$ cat src/rtl/sine_256x10.hex
// Sine table, 256 words of 10 bits, offset binary, mid scale 0x200, peak 0x3FE
// One column per phase step, 16 words per line, address 0 at the top left
200 20D 219 226 232 23E 24B 257 263 270 27C 288 294 2A0 2AC 2B8
2C3 2CF 2DA 2E5 2F0 2FB 306 311 31B 326 330 33A 344 34D 356 360
369 371 37A 382 38A 392 39A 3A1 3A8 3AF 3B5 3BC 3C2 3C8 3CD 3D2
3D7 3DC 3E0 3E4 3E8 3EC 3EF 3F2 3F4 3F6 3F8 3FA 3FC 3FD 3FD 3FE
3FE 3FE 3FD 3FD 3FC 3FA 3F8 3F6 3F4 3F2 3EF 3EC 3E8 3E4 3E0 3DC
3D7 3D2 3CD 3C8 3C2 3BC 3B5 3AF 3A8 3A1 39A 392 38A 382 37A 371
369 360 356 34D 344 33A 330 326 31B 311 306 2FB 2F0 2E5 2DA 2CF
2C3 2B8 2AC 2A0 294 288 27C 270 263 257 24B 23E 232 226 219 20D
200 1F3 1E7 1DA 1CE 1C2 1B5 1A9 19D 190 184 178 16C 160 154 148
13D 131 126 11B 110 105 0FA 0EF 0E5 0DA 0D0 0C6 0BC 0B3 0AA 0A0
097 08F 086 07E 076 06E 066 05F 058 051 04B 044 03E 038 033 02E
029 024 020 01C 018 014 011 00E 00C 00A 008 006 004 003 003 002
002 002 003 003 004 006 008 00A 00C 00E 011 014 018 01C 020 024
029 02E 033 038 03E 044 04B 051 058 05F 066 06E 076 07E 086 08F
097 0A0 0AA 0B3 0BC 0C6 0D0 0DA 0E5 0EF 0FA 105 110 11B 126 131
13D 148 154 160 16C 178 184 190 19D 1A9 1B5 1C2 1CE 1DA 1E7 1F3

$ cat src/rtl/dac_pkg.sv
// DAC side definitions for two 10-bit parallel DACs; codes are offset binary, no sign bit
`default_nettype none

package dac_pkg;

  // --------------------------------------------------------------------------
  // Word format
  // --------------------------------------------------------------------------

  // Width of one DAC data bus
  localparam int DAC_W = 10;

  // One sample as sent to the DAC pins
  // Zero is the lowest output level, mid scale is 512
  typedef logic [DAC_W-1:0] dac_word_t;

  // --------------------------------------------------------------------------
  // Levels
  // --------------------------------------------------------------------------

  // Top code of the converter, 1023
  localparam dac_word_t FULL_SCALE = {DAC_W{1'b1}};

  // Square wave high level and triangle fold point use this
  // Sine table peaks a little below it

endpackage : dac_pkg

`default_nettype wire

$ cat src/rtl/dds_pkg.sv
// Phase and waveform definitions for the DDS core; table is fixed at 256 points per period
`default_nettype none

package dds_pkg;

  // --------------------------------------------------------------------------
  // Phase
  // --------------------------------------------------------------------------

  // Table address width, top bits of each accumulator
  localparam int PHASE_W = 8;

  // Points in one waveform period
  localparam int TABLE_DEPTH = 2 ** PHASE_W;

  // One table address
  // MSB set means second half of the period
  typedef logic [PHASE_W-1:0] phase_t;

  // --------------------------------------------------------------------------
  // Waveform select
  // --------------------------------------------------------------------------

  // Per channel shape, 2 bits on the pins
  typedef enum logic [1:0] {
    WAVE_SINE   = 2'd0,  // ROM lookup
    WAVE_TRI    = 2'd1,  // Rising then falling ramp
    WAVE_SAW    = 2'd2,  // Phase scaled up to DAC width
    WAVE_SQUARE = 2'd3   // High in first half period
  } wave_e;

  // Only SINE touches the ROM
  // The other three are built from the address bits alone

endpackage : dds_pkg

`default_nettype wire

$ cat src/rtl/phase_accum.sv
// Sample tick and phase accumulators; RATE_DIV must be even and >= 4, inputs sampled at the tick
`default_nettype none
`timescale 1ns/1ps

module phase_accum #(
  parameter int ACC_W    = 16,  // Accumulator width sets frequency resolution
  parameter int RATE_DIV = 8    // sys_clk cycles per sample
) (
  input  wire logic             sys_clk,
  input  wire logic             arst_n,
  input  wire logic             en,           // Pauses ticks and accumulators
  input  wire logic [ACC_W-1:0] freq_a,       // Phase step per sample for channel A
  input  wire logic [ACC_W-1:0] freq_b,       // Phase step per sample for channel B
  input  wire dds_pkg::phase_t  phase_off_b,  // Added to channel B address only
  output logic                  addr_stb,     // One cycle strobe with valid addresses
  output dds_pkg::phase_t       addr_a,
  output dds_pkg::phase_t       addr_b
);

  import dds_pkg::*;

  localparam int CNT_W = $clog2(RATE_DIV);
  localparam logic [CNT_W-1:0] CNT_LAST = CNT_W'(RATE_DIV - 1);

  logic [CNT_W-1:0] tick_cnt;  // Sample period divider
  logic             tick;      // Last cycle of a sample period
  logic [ACC_W-1:0] acc_a;     // Phase accumulator A
  logic [ACC_W-1:0] acc_b;     // Phase accumulator B
  phase_t           top_a;     // Table phase of A before the step
  phase_t           top_b;

  // --------------------------------------------------------------------------
  // Tick divider
  // --------------------------------------------------------------------------

  assign tick = en && (tick_cnt == CNT_LAST);

  always_ff @(posedge sys_clk or negedge arst_n) begin
    if (!arst_n) begin
      tick_cnt <= '0;
    end else if (en) begin
      if (tick) begin
        tick_cnt <= '0;  // Wrap
      end else begin
        tick_cnt <= tick_cnt + 1'b1;
      end
    end
    // Counter holds while en is low
  end

  // --------------------------------------------------------------------------
  // Accumulators
  // --------------------------------------------------------------------------

  assign top_a = acc_a[ACC_W-1 -: PHASE_W];
  assign top_b = acc_b[ACC_W-1 -: PHASE_W];

  // Address comes from the old value before the step is added
  always_ff @(posedge sys_clk or negedge arst_n) begin
    if (!arst_n) begin
      acc_a <= '0;
      acc_b <= '0;
    end else if (tick) begin
      acc_a <= acc_a + freq_a;  // Wraps mod 2**ACC_W
      acc_b <= acc_b + freq_b;
    end
  end

  // Strobe lands one cycle after the wrap
  always_ff @(posedge sys_clk or negedge arst_n) begin
    if (!arst_n) begin
      addr_stb <= 1'b0;
    end else begin
      addr_stb <= tick;
    end
  end

  // Addresses registered at the tick
  always_ff @(posedge sys_clk) begin
    if (tick) begin
      addr_a <= top_a;
      addr_b <= top_b + phase_off_b;  // Mod 256 offset for quadrature etc
    end
  end

endmodule : phase_accum

`default_nettype wire

$ cat src/rtl/wave_table.sv
// Dual read waveform table; sine ROM loaded from rtl/sine_256x10.hex relative to the sim directory
`default_nettype none
`timescale 1ns/1ps

module wave_table (
  input  wire logic               sys_clk,
  input  wire logic               arst_n,
  input  wire logic               addr_stb,  // Addresses and selects valid
  input  wire dds_pkg::phase_t    addr_a,
  input  wire dds_pkg::phase_t    addr_b,
  input  wire dds_pkg::wave_e     wave_a,    // Shape for channel A
  input  wire dds_pkg::wave_e     wave_b,    // Shape for channel B
  output logic                    smp_stb,   // One cycle after addr_stb
  output dac_pkg::dac_word_t      smp_a,
  output dac_pkg::dac_word_t      smp_b
);

  import dac_pkg::*;
  import dds_pkg::*;

  // --------------------------------------------------------------------------
  // Sine ROM
  // --------------------------------------------------------------------------

  dac_word_t sine_rom [TABLE_DEPTH];  // One full period in offset binary

  initial begin
    $readmemh("/design/src/rtl/sine_256x10.hex", sine_rom);
  end

  // --------------------------------------------------------------------------
  // Shape select
  // --------------------------------------------------------------------------

  // Same rule for both channels
  // sine is the ROM word already fetched for this phase
  function automatic dac_word_t shape(
    input wave_e     sel,
    input phase_t    ph,
    input dac_word_t sine
  );
    dac_word_t ramp;
    dac_word_t res;

    // Low 7 phase bits times 8 give 0..1016 over a half period
    ramp = {ph[PHASE_W-2:0], 3'b000};

    case (sel)
      WAVE_SINE:   res = sine;
      WAVE_TRI:    res = ph[PHASE_W-1] ? (FULL_SCALE - ramp) : ramp;  // Fold at 128
      WAVE_SAW:    res = {ph, 2'b00};                                  // Phase times 4
      WAVE_SQUARE: res = ph[PHASE_W-1] ? '0 : FULL_SCALE;             // High below 128
      default:     res = sine;
    endcase
    return res;
  endfunction

  // --------------------------------------------------------------------------
  // Output registers
  // --------------------------------------------------------------------------

  always_ff @(posedge sys_clk or negedge arst_n) begin
    if (!arst_n) begin
      smp_stb <= 1'b0;
    end else begin
      smp_stb <= addr_stb;  // Fixed one cycle latency
    end
  end

  // Two read ports on the same ROM for the two channels
  // Selects are taken together with the addresses
  always_ff @(posedge sys_clk) begin
    if (addr_stb) begin
      smp_a <= shape(wave_a, addr_a, sine_rom[addr_a]);
      smp_b <= shape(wave_b, addr_b, sine_rom[addr_b]);
    end
  end

endmodule : wave_table

`default_nettype wire

$ cat src/rtl/dac_driver.sv
// DAC output stage; data changes with the DAC clock low, rising edge RATE_DIV/2 cycles later
`default_nettype none
`timescale 1ns/1ps

module dac_driver #(
  parameter int RATE_DIV = 8  // Even count of sys_clk cycles per sample
) (
  input  wire logic               sys_clk,
  input  wire logic               arst_n,
  input  wire logic               smp_stb,    // New sample pair
  input  wire dac_pkg::dac_word_t smp_a,
  input  wire dac_pkg::dac_word_t smp_b,
  output logic                    da_clk_a,   // DAC A latches on the rising edge
  output logic                    da_clk_b,   // DAC B latch clock
  output dac_pkg::dac_word_t      da_data_a,
  output dac_pkg::dac_word_t      da_data_b
);

  localparam int HALF   = RATE_DIV / 2;         // Low phase length
  localparam int HCNT_W = $clog2(HALF) + 1;
  localparam logic [HCNT_W-1:0] HCNT_LOAD = HCNT_W'(HALF - 1);

  logic [HCNT_W-1:0] half_cnt;  // Cycles left before the rising edge
  logic              pending;   // Low phase in progress
  logic              rise;      // Raise both clocks this cycle

  assign rise = pending && (half_cnt == '0);

  // --------------------------------------------------------------------------
  // Half period timer
  // --------------------------------------------------------------------------

  always_ff @(posedge sys_clk or negedge arst_n) begin
    if (!arst_n) begin
      half_cnt <= '0;
      pending  <= 1'b0;
    end else if (smp_stb) begin
      half_cnt <= HCNT_LOAD;  // Restart low phase
      pending  <= 1'b1;
    end else if (rise) begin
      pending  <= 1'b0;       // Clocks stay high until the next sample
    end else if (pending) begin
      half_cnt <= half_cnt - 1'b1;
    end
  end

  // --------------------------------------------------------------------------
  // Pin registers
  // --------------------------------------------------------------------------

  // Separate flops per pin
  // Lets each DAC clock be placed near its own pads
  always_ff @(posedge sys_clk or negedge arst_n) begin
    if (!arst_n) begin
      da_clk_a <= 1'b0;
      da_clk_b <= 1'b0;
    end else if (smp_stb) begin
      da_clk_a <= 1'b0;  // Fall with the data change
      da_clk_b <= 1'b0;
    end else if (rise) begin
      da_clk_a <= 1'b1;  // DAC latches here
      da_clk_b <= 1'b1;
    end
  end

  // Zero after reset so the pins start at the bottom code
  always_ff @(posedge sys_clk or negedge arst_n) begin
    if (!arst_n) begin
      da_data_a <= '0;
      da_data_b <= '0;
    end else if (smp_stb) begin
      da_data_a <= smp_a;  // Held until the next sample
      da_data_b <= smp_b;
    end
  end

endmodule : dac_driver

`default_nettype wire

$ cat src/rtl/dual_dds_dac.sv
// Two channel DDS top; single clock sys_clk, arst_n expected already synchronised by the board
`default_nettype none
`timescale 1ns/1ps

module dual_dds_dac #(
  parameter int ACC_W    = 16,  // Phase accumulator width
  parameter int RATE_DIV = 8    // Clocks per sample must be even and >= 4
) (
  input  wire logic             sys_clk,
  input  wire logic             arst_n,
  input  wire logic             en,           // Low pauses both channels
  input  wire logic [ACC_W-1:0] freq_a,
  input  wire logic [ACC_W-1:0] freq_b,
  input  wire dds_pkg::phase_t  phase_off_b,  // Channel B phase lead
  input  wire logic [1:0]       wave_a,       // 0 sine 1 tri 2 saw 3 square
  input  wire logic [1:0]       wave_b,
  output logic                  da_clk_a,
  output dac_pkg::dac_word_t    da_data_a,
  output logic                  da_clk_b,
  output dac_pkg::dac_word_t    da_data_b
);

  import dac_pkg::*;
  import dds_pkg::*;

  // --------------------------------------------------------------------------
  // Internal links
  // --------------------------------------------------------------------------

  logic      addr_stb;  // Tick with valid addresses
  phase_t    addr_a;
  phase_t    addr_b;
  logic      smp_stb;   // Samples valid
  dac_word_t smp_a;
  dac_word_t smp_b;

  // Producer emits one address per channel per sample
  phase_accum #(
    .ACC_W    (ACC_W),
    .RATE_DIV (RATE_DIV)
  ) i_phase_accum (
    .sys_clk     (sys_clk),
    .arst_n      (arst_n),
    .en          (en),
    .freq_a      (freq_a),
    .freq_b      (freq_b),
    .phase_off_b (phase_off_b),
    .addr_stb    (addr_stb),
    .addr_a      (addr_a),
    .addr_b      (addr_b)
  );

  // Address to sample in one cycle
  wave_table i_wave_table (
    .sys_clk  (sys_clk),
    .arst_n   (arst_n),
    .addr_stb (addr_stb),
    .addr_a   (addr_a),
    .addr_b   (addr_b),
    .wave_a   (wave_e'(wave_a)),
    .wave_b   (wave_e'(wave_b)),
    .smp_stb  (smp_stb),
    .smp_a    (smp_a),
    .smp_b    (smp_b)
  );

  // Pin stage without back-pressure from the DACs
  dac_driver #(
    .RATE_DIV (RATE_DIV)
  ) i_dac_driver (
    .sys_clk   (sys_clk),
    .arst_n    (arst_n),
    .smp_stb   (smp_stb),
    .smp_a     (smp_a),
    .smp_b     (smp_b),
    .da_clk_a  (da_clk_a),
    .da_clk_b  (da_clk_b),
    .da_data_a (da_data_a),
    .da_data_b (da_data_b)
  );

endmodule : dual_dds_dac

`default_nettype wire

$ cat config.mk
export PLATFORM = sky130hd
export DESIGN_NAME = dual_dds_dac
export DESIGN_NICKNAME = d
export VERILOG_FILES = /design/src/rtl/dac_pkg.sv /design/src/rtl/dds_pkg.sv /design/src/rtl/phase_accum.sv /design/src/rtl/wave_table.sv /design/src/rtl/dac_driver.sv /design/src/rtl/dual_dds_dac.sv
export SDC_FILE = /design/constraint.sdc
export NUM_CORES = 1
export LEC_CHECK = 0
export BUFFER_PORTS_ARGS = -buffer_cell sky130_fd_sc_hd__buf_4
export CAP_MARGIN = 20
export CORE_MARGIN = 2
export CORE_UTILIZATION = 30
export CTS_CLUSTER_SIZE = 12
export DETAILED_ROUTE_END_ITERATION = 8
export MAX_ROUTING_LAYER = met4
export PLACE_DENSITY = 0.47
export SYNTH_ARGS = -nofsm -noshare
export SYNTH_HDL_FRONTEND = slang
export SYNTH_SLANG_ARGS = --single-unit
$ cat constraint.sdc
create_clock -name sys_clk -period 2.87 [get_ports sys_clk]
set_clock_uncertainty 0.05 [all_clocks]
set_input_delay 0.4305 -clock sys_clk [delete_from_list [all_inputs] [get_ports sys_clk]]
set_output_delay 0.4305 -clock sys_clk [all_outputs]
set_load 0.02 [all_outputs]
==> impl_table.tex, run 1 <==
\begin{tabular}{lr}
\hline
Metric & Value \\
\hline
\multicolumn{2}{l}{\textbf{Run status}} \\
\quad Run status & finished, final reports clean \\
\multicolumn{2}{l}{\textbf{Logic synthesis}} \\
\quad Synth area leaders & sky130\_fd\_sc\_hd\_\_dfrtp\_1 (28\%), sky130\_fd\_sc\_hd\_\_edfxtp\_1 (19\%), sky130\_fd\_sc\_hd\_\_ha\_1 (9.7\%) \\
\quad Dominant combinational cell family by area after synthesis & compound AO/OA/AOI/OAI gates \\
\quad Post-synth EDFFs & 34 \\
\quad XOR/XNOR Fraction of Synth Area & 0.0760 \\
\quad Post-synthesis cell count & 487 \\
\quad Count of cell types in the netlist & 53 \\
\quad Share of the synthesized area in the top cell type & 0.283 \\
\quad Syn Std Cell Area & 0.00530 mm\^{}2 \\
\quad Share of cell area taken by muxes after synthesis & 0.0545 \\
\quad Number of synthesized register bits & 94 \\
\quad Synthesized net count & 578 \\
\quad Most frequently used flop master after synthesis & sky130\_fd\_sc\_hd\_\_dfrtp\_1 \\
\quad Top cell type by total area after synthesis & sky130\_fd\_sc\_hd\_\_dfrtp\_1 \\
\quad Adder and majority gate portion of the synthesized area & 0.108 \\
\quad Compound-cell area share of the yosys netlist & 0.172 \\
\quad Yosys warning count & 0 \\
\quad Simple-gate area share of the yosys netlist & 0.0901 \\
\quad Post-synthesis average cell area & 10.9 um\^{}2 \\
\quad Async SR Flop Fraction & 0.638 \\
\quad Sequential area share after synthesis & 0.476 \\
\multicolumn{2}{l}{\textbf{Setup path}} \\
\quad Arrival @ worst endpoint & 2.75 ns \\
\quad Type of element capturing the critical path & register \\
\quad Critical path buffers and inverters & 0 \\
\quad Data required time of the worst path & 3.11 ns \\
\quad Gate family responsible for the most delay along the worst path & compound AO/OA/AOI/OAI gates \\
\quad Path length in cells of the critical path & 8 \\
\quad Worst setup path category & register to register \\
\quad Cells traversed along the worst timing path & ha\_1 > fa\_1 > a21o\_2 > a31o\_1 > a41oi\_2 > o21ai\_2 > a2111oi\_2 > a311o\_1 \\
\quad Worst path slowest cell & sky130\_fd\_sc\_hd\_\_fa\_1 \\
\quad Stage delay of the slowest cell on the critical path & 0.42 ns \\
\quad Startpoint type of the worst setup path & register \\
\quad Cell depth of the worst flop-to-flop path & 8 \\
\quad Maximum net fanout on the critical path & 3 \\
\multicolumn{2}{l}{\textbf{Clock tree}} \\
\quad Root buffer selected by CTS & sky130\_fd\_sc\_hd\_\_clkbuf\_16 \\
\quad Insertion delay of the later-clocked pin in the worst-skew pair & 0.35 ns \\
\quad Post-cts resize count & 0 \\
\quad Buffers from clock root to sink, at most & 2 \\
\quad Total CTS buffers & 9 \\
\quad Buffer count from post-CTS setup fixing & 0 \\
\quad Count of H-tree levels built during CTS & 3 \\
\quad Clock sink total & 94 \\
\quad Post-CTS Hold Buffers & 0 \\
\quad Clock slew seen by the registers of the worst setup and hold paths & 0.07 ns \\
\quad TritonCTS clock tree & done \\
\multicolumn{2}{l}{\textbf{Die}} \\
\quad Die outline area & 0.0188 mm\^{}2 \\
\quad Number of core rows & 48 \\
\quad Vertical die dimension & 137 um \\
\quad Die W & 137 um \\
\quad Initial core utilization & 0.307 \\
\quad Area inside the core boundary & 0.0173 mm\^{}2 \\
\quad Ports & 69 \\
\multicolumn{2}{l}{\textbf{Timing}} \\
\quad RSZ-0062 raised after global routing & false \\
\quad Hold Vio Cnt, Final & 0 \\
\quad Worst hold slack after final layout & 0.118 ns \\
\quad Slew at the pin closest to its max-slew limit & 0.826 ns \\
\quad Total negative slack & 0 ns \\
\quad Worst relative slew slack & 0.449 \\
\quad Final period demand of the worst path & 2.52 ns \\
\quad Setup-failing EPs final & 0 \\
\quad Count of pins over their slew limit & 0 \\
\quad Maximum clock frequency & 0.398 GHz \\
\quad Final worst-path cycle share & 0.876 \\
\multicolumn{2}{l}{\textbf{Placement}} \\
\quad Detailed placer's ending HPWL & 7900 um \\
\quad Gpl congestion & 0.826 \\
\quad Placed cell area & 0.00603 mm\^{}2 \\
\quad \# port buffers & 68 \\
\multicolumn{2}{l}{\textbf{Global routing}} \\
\quad Total routing usage reported by global routing & 0.127 \\
\quad Total congestion overflow after global routing & 0 \\
\quad Wire length of the first global-routing pass & 18,100 um \\
\quad Via count of the first global-routing pass & 3,614 \\
\quad Initial antenna violation count & 0 \\
\quad Largest net degree at the start of global routing & 61 \\
\multicolumn{2}{l}{\textbf{Detailed routing}} \\
\quad Wire length after detailed routing & 10,700 um \\
\quad Vias after detailed routing & 3,728 \\
\quad First-pass DRT Iterations & 4 \\
\quad Wire length per cell after detailed routing & 13.8 um \\
\quad Vias/cell & 4.79 \\
\quad Post-detailed-route count of antenna-violating nets & 0 \\
\quad Count of unresolved DRC violations after routing & 0 \\
\quad Drt first-iter violations & 178 \\
\multicolumn{2}{l}{\textbf{Finish}} \\
\quad Number of filler instances in the final layout & 1,749 \\
\quad Antenna Cells & 0 \\
\quad Most frequent cells in the layout & sky130\_fd\_sc\_hd\_\_buf\_4 (71), sky130\_fd\_sc\_hd\_\_dfrtp\_1 (60), sky130\_fd\_sc\_hd\_\_nand2\_1 (49), sky130\_fd\_sc\_hd\_\_o21ai\_0 (49), sky130\_fd\_sc\_hd\_\_ha\_1 (41) \\
\quad Proportion of layout cells with a drive suffix above 1 & 0.210 \\
\quad Post-route cell area & 0.00631 mm\^{}2 \\
\quad Most frequent standard cell in the layout excluding fill and tap cells & sky130\_fd\_sc\_hd\_\_buf\_4 \\
\quad Number of nets in the layout & 639 \\
\quad Share of the core filled with cells in the final layout & 0.365 \\
\quad Area growth from synthesis to final layout & 19.0\% \\
\multicolumn{2}{l}{\textbf{Power}} \\
\quad Worst vdd rail ir drop & 0.000441 V \\
\quad Total power density per cell area & 968 mW/mm\^{}2 \\
\quad Static leakage & 2.68 nW \\
\multicolumn{2}{l}{\textbf{Min path}} \\
\quad Class of the tightest hold or removal check & input pin to async pin \\
\multicolumn{2}{l}{\textbf{Job}} \\
\quad Count of max-cap constraint violations & 0 \\
\hline
\end{tabular}
registers in the layout (all words and copies together) (netlist names):
signal                  cells
i_phase_accum.acc_a        16
i_phase_accum.acc_b        16
i_dac_driver.da_data_a      9
i_dac_driver.da_data_b      9
i_wave_table.smp_a          9
i_wave_table.smp_b          9
i_phase_accum.addr_a        8
i_phase_accum.addr_b        8
i_dac_driver.half_cnt       3
i_phase_accum.tick_cnt      3
i_dac_driver.da_clk_b       1
i_dac_driver.pending        1
i_phase_accum.addr_stb      1
i_wave_table.smp_stb        1
layer usage:
metal	global-route usage	routed length, um	share of wire	vias up
met5	-	0	0	-
met4	0.0292	99	0.0093	0
met3	0.0415	491	0.046	6
met2	0.192	4850	0.45	61
met1	0.165	5260	0.49	1747
li1	-	-	-	1914
path summary, 6_finish.rpt:
kind,end,from,slack [ns]
worst max-delay path,i_phase_accum.acc_b[14],i_phase_accum.acc_b[0],0.35
worst min-delay path,i_dac_driver.da_data_b[8],arst_n,0.12
worst max register to register,i_phase_accum.acc_b[14],i_phase_accum.acc_b[0],0.35
worst min register to register,i_dac_driver.da_data_b[3],i_wave_table.smp_b[3],0.42
max in group asynchronous,i_phase_accum.acc_b[5],arst_n,2.10
min in group sys_clk,i_phase_accum.tick_cnt[0],en,0.26
Yosys cell counts (2+ instances only):
cell / instances
sky130_fd_sc_hd__dfrtp_1: 60
sky130_fd_sc_hd__nand2_1: 49
sky130_fd_sc_hd__o21ai_0: 49
sky130_fd_sc_hd__ha_1: 41
sky130_fd_sc_hd__edfxtp_1: 34
sky130_fd_sc_hd__a21oi_1: 32
sky130_fd_sc_hd__xnor2_1: 29
sky130_fd_sc_hd__mux2_2: 23
sky130_fd_sc_hd__o211ai_1: 20
sky130_fd_sc_hd__nor2_1: 18
sky130_fd_sc_hd__clkbuf_1: 17
sky130_fd_sc_hd__xor2_1: 17
sky130_fd_sc_hd__inv_1: 8
sky130_fd_sc_hd__nand2b_1: 7
sky130_fd_sc_hd__a211oi_1: 5
sky130_fd_sc_hd__a21o_1: 5
sky130_fd_sc_hd__nand3_1: 4
sky130_fd_sc_hd__nor3_1: 4
sky130_fd_sc_hd__nor3b_1: 4
sky130_fd_sc_hd__o21a_1: 4
sky130_fd_sc_hd__a211o_1: 3
sky130_fd_sc_hd__a31oi_1: 3
sky130_fd_sc_hd__and2_1: 3
sky130_fd_sc_hd__and3_1: 3
sky130_fd_sc_hd__buf_4: 3
sky130_fd_sc_hd__fa_1: 3
sky130_fd_sc_hd__mux2i_1: 3
sky130_fd_sc_hd__nand3b_1: 3
sky130_fd_sc_hd__nor2b_1: 3
sky130_fd_sc_hd__o21bai_1: 3
sky130_fd_sc_hd__a21o_2: 2
sky130_fd_sc_hd__a221o_1: 2
sky130_fd_sc_hd__nand4_1: 2
sky130_fd_sc_hd__o41ai_1: 2
logic make-up (layout without fill, tap and decap cells):
logic type | after synthesis | after routing
simple gates | 103 | 103
mux | 26 | 26
compound gates | 144 | 144
buf+inv | 30 | 96
fa+ha+maj | 44 | 44
flops | 94 | 94
xor+xnor | 46 | 46
metrics by stage:
step / worst slack (ns) / power, mW / cells
finish: 0.355 / 6.11 / 778
global route: 0.215 / 6.67 / 778
CTS: 0.350 / 6.21 / 778
detailed placement: 0.213 / 5.01 / 762
global placement: 0.216 / 4.95 / 762
floorplan: 0.456 / 4.25 / 487
layout make-up:
cell class	instances	area (um^2)	area share
clock inverters	6	52.6	0.00833
inverters	9	33.8	0.00535
well taps	225	282	0.0446
multi-input cells	363	2660	0.421
repair buffers	71	533	0.0845
clock buffers	10	229	0.0363
flip-flops and latches	94	2520	0.400
power breakdown:
group | switching, mW | internal, mW | total [mW]
sequential | 0.311 | 1.88 | 2.19
clock | 0.554 | 0.603 | 1.16
combinational | 1.45 | 1.31 | 2.76
Note: power is estimated with default switching activity, not from simulation.
==> run 2: changes to the inputs <==
--- a/config.mk
+++ b/config.mk
@@ -5,6 +5,7 @@
 export SDC_FILE = /design/constraint.sdc
 export NUM_CORES = 1
 export LEC_CHECK = 0
+export ABC_AREA = 1
 export BUFFER_PORTS_ARGS = -buffer_cell sky130_fd_sc_hd__buf_4
 export CAP_MARGIN = 20
 export CORE_MARGIN = 2
==> impl_table.tex, run 2 <==
\begin{tabular}{lr}
\hline
Metric & Value \\
\hline
\multicolumn{2}{l}{\textbf{Logic synthesis}} \\
\quad Count of cell types in the netlist & 29 \\
\quad Synth area leaders & sky130\_fd\_sc\_hd\_\_dfrtp\_1 (26\%), sky130\_fd\_sc\_hd\_\_nand2\_1 (18\%), sky130\_fd\_sc\_hd\_\_edfxtp\_1 (18\%) \\
\quad Adder and majority gate portion of the synthesized area & 0.0998 \\
\quad XOR/XNOR Fraction of Synth Area & 0.0274 \\
\quad Top cell type by total area after synthesis & sky130\_fd\_sc\_hd\_\_dfrtp\_1 \\
\quad Compound-cell area share of the yosys netlist & 0.0623 \\
\quad Number of synthesized register bits & 94 \\
\quad List of most frequent post-synthesis cells & sky130\_fd\_sc\_hd\_\_nand2\_1 (275), sky130\_fd\_sc\_hd\_\_inv\_1 (85), sky130\_fd\_sc\_hd\_\_nand3\_1 (63) \\
\quad Yosys warning count & 0 \\
\quad Post-synthesis average cell area & 7.80 um\^{}2 \\
\quad Share of cell area taken by muxes after synthesis & 0.00196 \\
\quad Most frequently used flop master after synthesis & sky130\_fd\_sc\_hd\_\_dfrtp\_1 \\
\quad Synthesized net count & 827 \\
\quad Sequential area share after synthesis & 0.439 \\
\quad Async SR Flop Fraction & 0.638 \\
\quad Share of the synthesized area in the top cell type & 0.261 \\
\quad Simple-gate area share of the yosys netlist & 0.293 \\
\quad Post-synth EDFFs & 34 \\
\quad Syn Std Cell Area & 0.00574 mm\^{}2 \\
\quad Post-synthesis cell count & 736 \\
\quad Dominant combinational cell family by area after synthesis & simple AND/OR/NAND/NOR gates \\
\quad Most common cell in the synthesized netlist & sky130\_fd\_sc\_hd\_\_nand2\_1 \\
\multicolumn{2}{l}{\textbf{Setup path}} \\
\quad Type of element capturing the critical path & register \\
\quad Cells traversed along the worst timing path & ha\_1 > fa\_1 > nand3\_1 > nand2\_1 > inv\_1 > nor2\_1 > o21ai\_0 > nand2\_1 > nand2\_1 > nand2\_1 \\
\quad Arrival @ worst endpoint & 2.04 ns \\
\quad Stage delay of the slowest cell on the critical path & 0.42 ns \\
\quad Data required time of the worst path & 2.93 ns \\
\quad Most common cell type on the critical path & sky130\_fd\_sc\_hd\_\_nand2\_1 \\
\quad Maximum net fanout on the critical path & 3 \\
\quad Startpoint type of the worst setup path & register \\
\quad Worst setup path category & register to register \\
\quad Worst path slowest cell & sky130\_fd\_sc\_hd\_\_dfrtp\_1 \\
\multicolumn{2}{l}{\textbf{Timing}} \\
\quad Total negative slack & 0 ns \\
\quad Worst hold slack after final layout & 0.125 ns \\
\quad Count of pins over their slew limit & 0 \\
\quad RSZ-0062 raised after global routing & false \\
\quad Hold Vio Cnt, Final & 0 \\
\quad Worst relative slew slack & 0.451 \\
\quad Final worst-path cycle share & 0.690 \\
\quad Worst path setup slack after routing & 0.891 ns \\
\quad Final period demand of the worst path & 1.98 ns \\
\quad Maximum clock frequency & 0.505 GHz \\
\quad Slew at the pin closest to its max-slew limit & 0.823 ns \\
\quad Setup-failing EPs final & 0 \\
\multicolumn{2}{l}{\textbf{Global routing}} \\
\quad Met3 demand-to-capacity share in global routing & 0.0427 \\
\quad Largest net degree at the start of global routing & 61 \\
\quad Most utilized layer in the global route result & met2 \\
\quad Initial antenna violation count & 0 \\
\quad Met1 usage in global routing & 0.170 \\
\quad Total congestion overflow after global routing & 0 \\
\quad Met2 GRT Util & 0.205 \\
\quad Total routing usage reported by global routing & 0.133 \\
\quad Wire length of the first global-routing pass & 20,700 um \\
\quad Via count of the first global-routing pass & 4,358 \\
\multicolumn{2}{l}{\textbf{Placement}} \\
\quad Worst setup slack after placement & 0.754 ns \\
\quad Gpl congestion & 0.820 \\
\quad Placed instance count & 1,021 \\
\quad Detailed placer's ending HPWL & 9170 um \\
\quad Placed cell area & 0.00648 mm\^{}2 \\
\quad \# port buffers & 68 \\
\multicolumn{2}{l}{\textbf{Clock tree}} \\
\quad Clock slew seen by the registers of the worst setup and hold paths & 0.07 ns \\
\quad Count of H-tree levels built during CTS & 3 \\
\quad Post-cts resize count & 0 \\
\quad Total CTS buffers & 9 \\
\quad Post-CTS Hold Buffers & 0 \\
\quad Buffers from clock root to sink, at most & 2 \\
\quad Root buffer selected by CTS & sky130\_fd\_sc\_hd\_\_clkbuf\_16 \\
\quad Clock sink total & 94 \\
\quad TritonCTS clock tree & done \\
\quad Buffer count from post-CTS setup fixing & 0 \\
\quad Insertion delay of the later-clocked pin in the worst-skew pair & 0.35 ns \\
\multicolumn{2}{l}{\textbf{Run status}} \\
\quad Run status & finished, final reports clean \\
\multicolumn{2}{l}{\textbf{Detailed routing}} \\
\quad Vias after detailed routing & 4,547 \\
\quad Post-detailed-route count of antenna-violating nets & 0 \\
\quad Vias/cell & 4.38 \\
\quad Drt first-iter violations & 163 \\
\quad Count of unresolved DRC violations after routing & 0 \\
\quad Wire length after detailed routing & 12,300 um \\
\quad First-pass DRT Iterations & 4 \\
\quad Wire length per cell after detailed routing & 11.9 um \\
\multicolumn{2}{l}{\textbf{Finish}} \\
\quad Proportion of layout cells with a drive suffix above 1 & 0.137 \\
\quad Number of cells in the finished layout apart from fillers & 1,037 \\
\quad Most frequent cells in the layout & sky130\_fd\_sc\_hd\_\_nand2\_1 (275), sky130\_fd\_sc\_hd\_\_inv\_1 (85), sky130\_fd\_sc\_hd\_\_buf\_4 (69), sky130\_fd\_sc\_hd\_\_nand3\_1 (63), sky130\_fd\_sc\_hd\_\_dfrtp\_1 (60) \\
\quad Number of nets in the layout & 889 \\
\quad Share of the core filled with cells in the final layout & 0.360 \\
\quad Area growth from synthesis to final layout & 17.8\% \\
\quad Largest regs & i\_phase\_accum.acc\_a (16), i\_phase\_accum.acc\_b (16) \\
\quad Most frequent standard cell in the layout excluding fill and tap cells & sky130\_fd\_sc\_hd\_\_nand2\_1 \\
\quad Post-route cell area & 0.00676 mm\^{}2 \\
\quad Antenna Cells & 0 \\
\multicolumn{2}{l}{\textbf{Power}} \\
\quad Total power density per cell area & 924 mW/mm\^{}2 \\
\quad Worst vdd rail ir drop & 0.000345 V \\
\quad Total Power & 6.25 mW \\
\quad Static leakage & 3.53 nW \\
\multicolumn{2}{l}{\textbf{Job}} \\
\quad Count of max-cap constraint violations & 0 \\
\multicolumn{2}{l}{\textbf{Die}} \\
\quad Die W & 142 um \\
\quad Initial core utilization & 0.306 \\
\quad Number of core rows & 50 \\
\quad Area inside the core boundary & 0.0188 mm\^{}2 \\
\quad Ports & 69 \\
\quad Vertical die dimension & 142 um \\
\quad Die outline area & 0.0203 mm\^{}2 \\
\multicolumn{2}{l}{\textbf{Min path}} \\
\quad Class of the tightest hold or removal check & input pin to async pin \\
\hline
\end{tabular}
[run 2: cell count changes in the layout (fill, tap and decap cells not counted), sizes merged, moves of 10 or more]
| cell | change |
|---|---|
| mux2 | -22 |
| o211ai | -20 |
| nor2 | +12 |
| nand3 | +63 |
| xnor2 | -18 |
| nand2 | +236 |
| xor2 | -10 |
| o21ai | -19 |
| inv | +83 |
[run 2: final timing paths]
kind,start,cells past startpoint,end,slack (ns)
worst max-delay path,i_phase_accum.acc_b[8],10,i_phase_accum.addr_b[6],0.89
worst min-delay path,arst_n,1,i_dac_driver.da_data_a[6],0.12
worst max register to register,i_phase_accum.acc_b[8],10,i_phase_accum.addr_b[6],0.89
worst min register to register,i_wave_table.smp_a[2],2,i_dac_driver.da_data_a[2],0.40
max in group asynchronous,arst_n,1,i_phase_accum.acc_b[13],2.11
min in group sys_clk,en,2,i_phase_accum.tick_cnt[0],0.24
[run 2: final cells by class]
cell class | count | area (um^2)
Inverter | 90 | 338
Tap cell | 234 | 293
Timing Repair Buffer | 70 | 538
Sequential cell | 94 | 2520
Fill cell | 2003 | 12000
Clock buffer | 9 | 225
Multi-Input combinational cell | 533 | 2790
Clock inverter | 7 | 62.6
[run 2: kinds of logic after synthesis]
| logic type | after synthesis |
|---|---|
| AOI/OAI and AO/OA | 69 |
| xor gates and xnor gates | 18 |
| adders and majority gates | 44 |
| buffers and inverters | 109 |
| DFF | 94 |
| muxes | 1 |
| and+or+nand+nor | 401 |
[run 2: critical path: cells and delay by family, from the launching register on]
kind | cells | cell delay (ns)
buffers and inverters | 1 | 0.05
flip-flops | 1 | 0.42
AND/OR/NAND/NOR | 6 | 0.39
adder cells (fa/ha/maj) | 2 | 0.64
AO/OA/AOI/OAI | 1 | 0.20
[run 2: power breakdown]
part | internal (mW) | leakage [nW] | total, mW | switching (mW)
logic | 1.18 | 2.33 | 2.89 | 1.71
registers | 1.87 | 1.06 | 2.17 | 0.297
clock network | 0.609 | 0.144 | 1.19 | 0.580
[run 2: metal layers]
metal  wire [um]  share of wire
met3         555          0.045
met2        5380           0.44
met4         161          0.013
met5           0              0
met1        6230           0.51
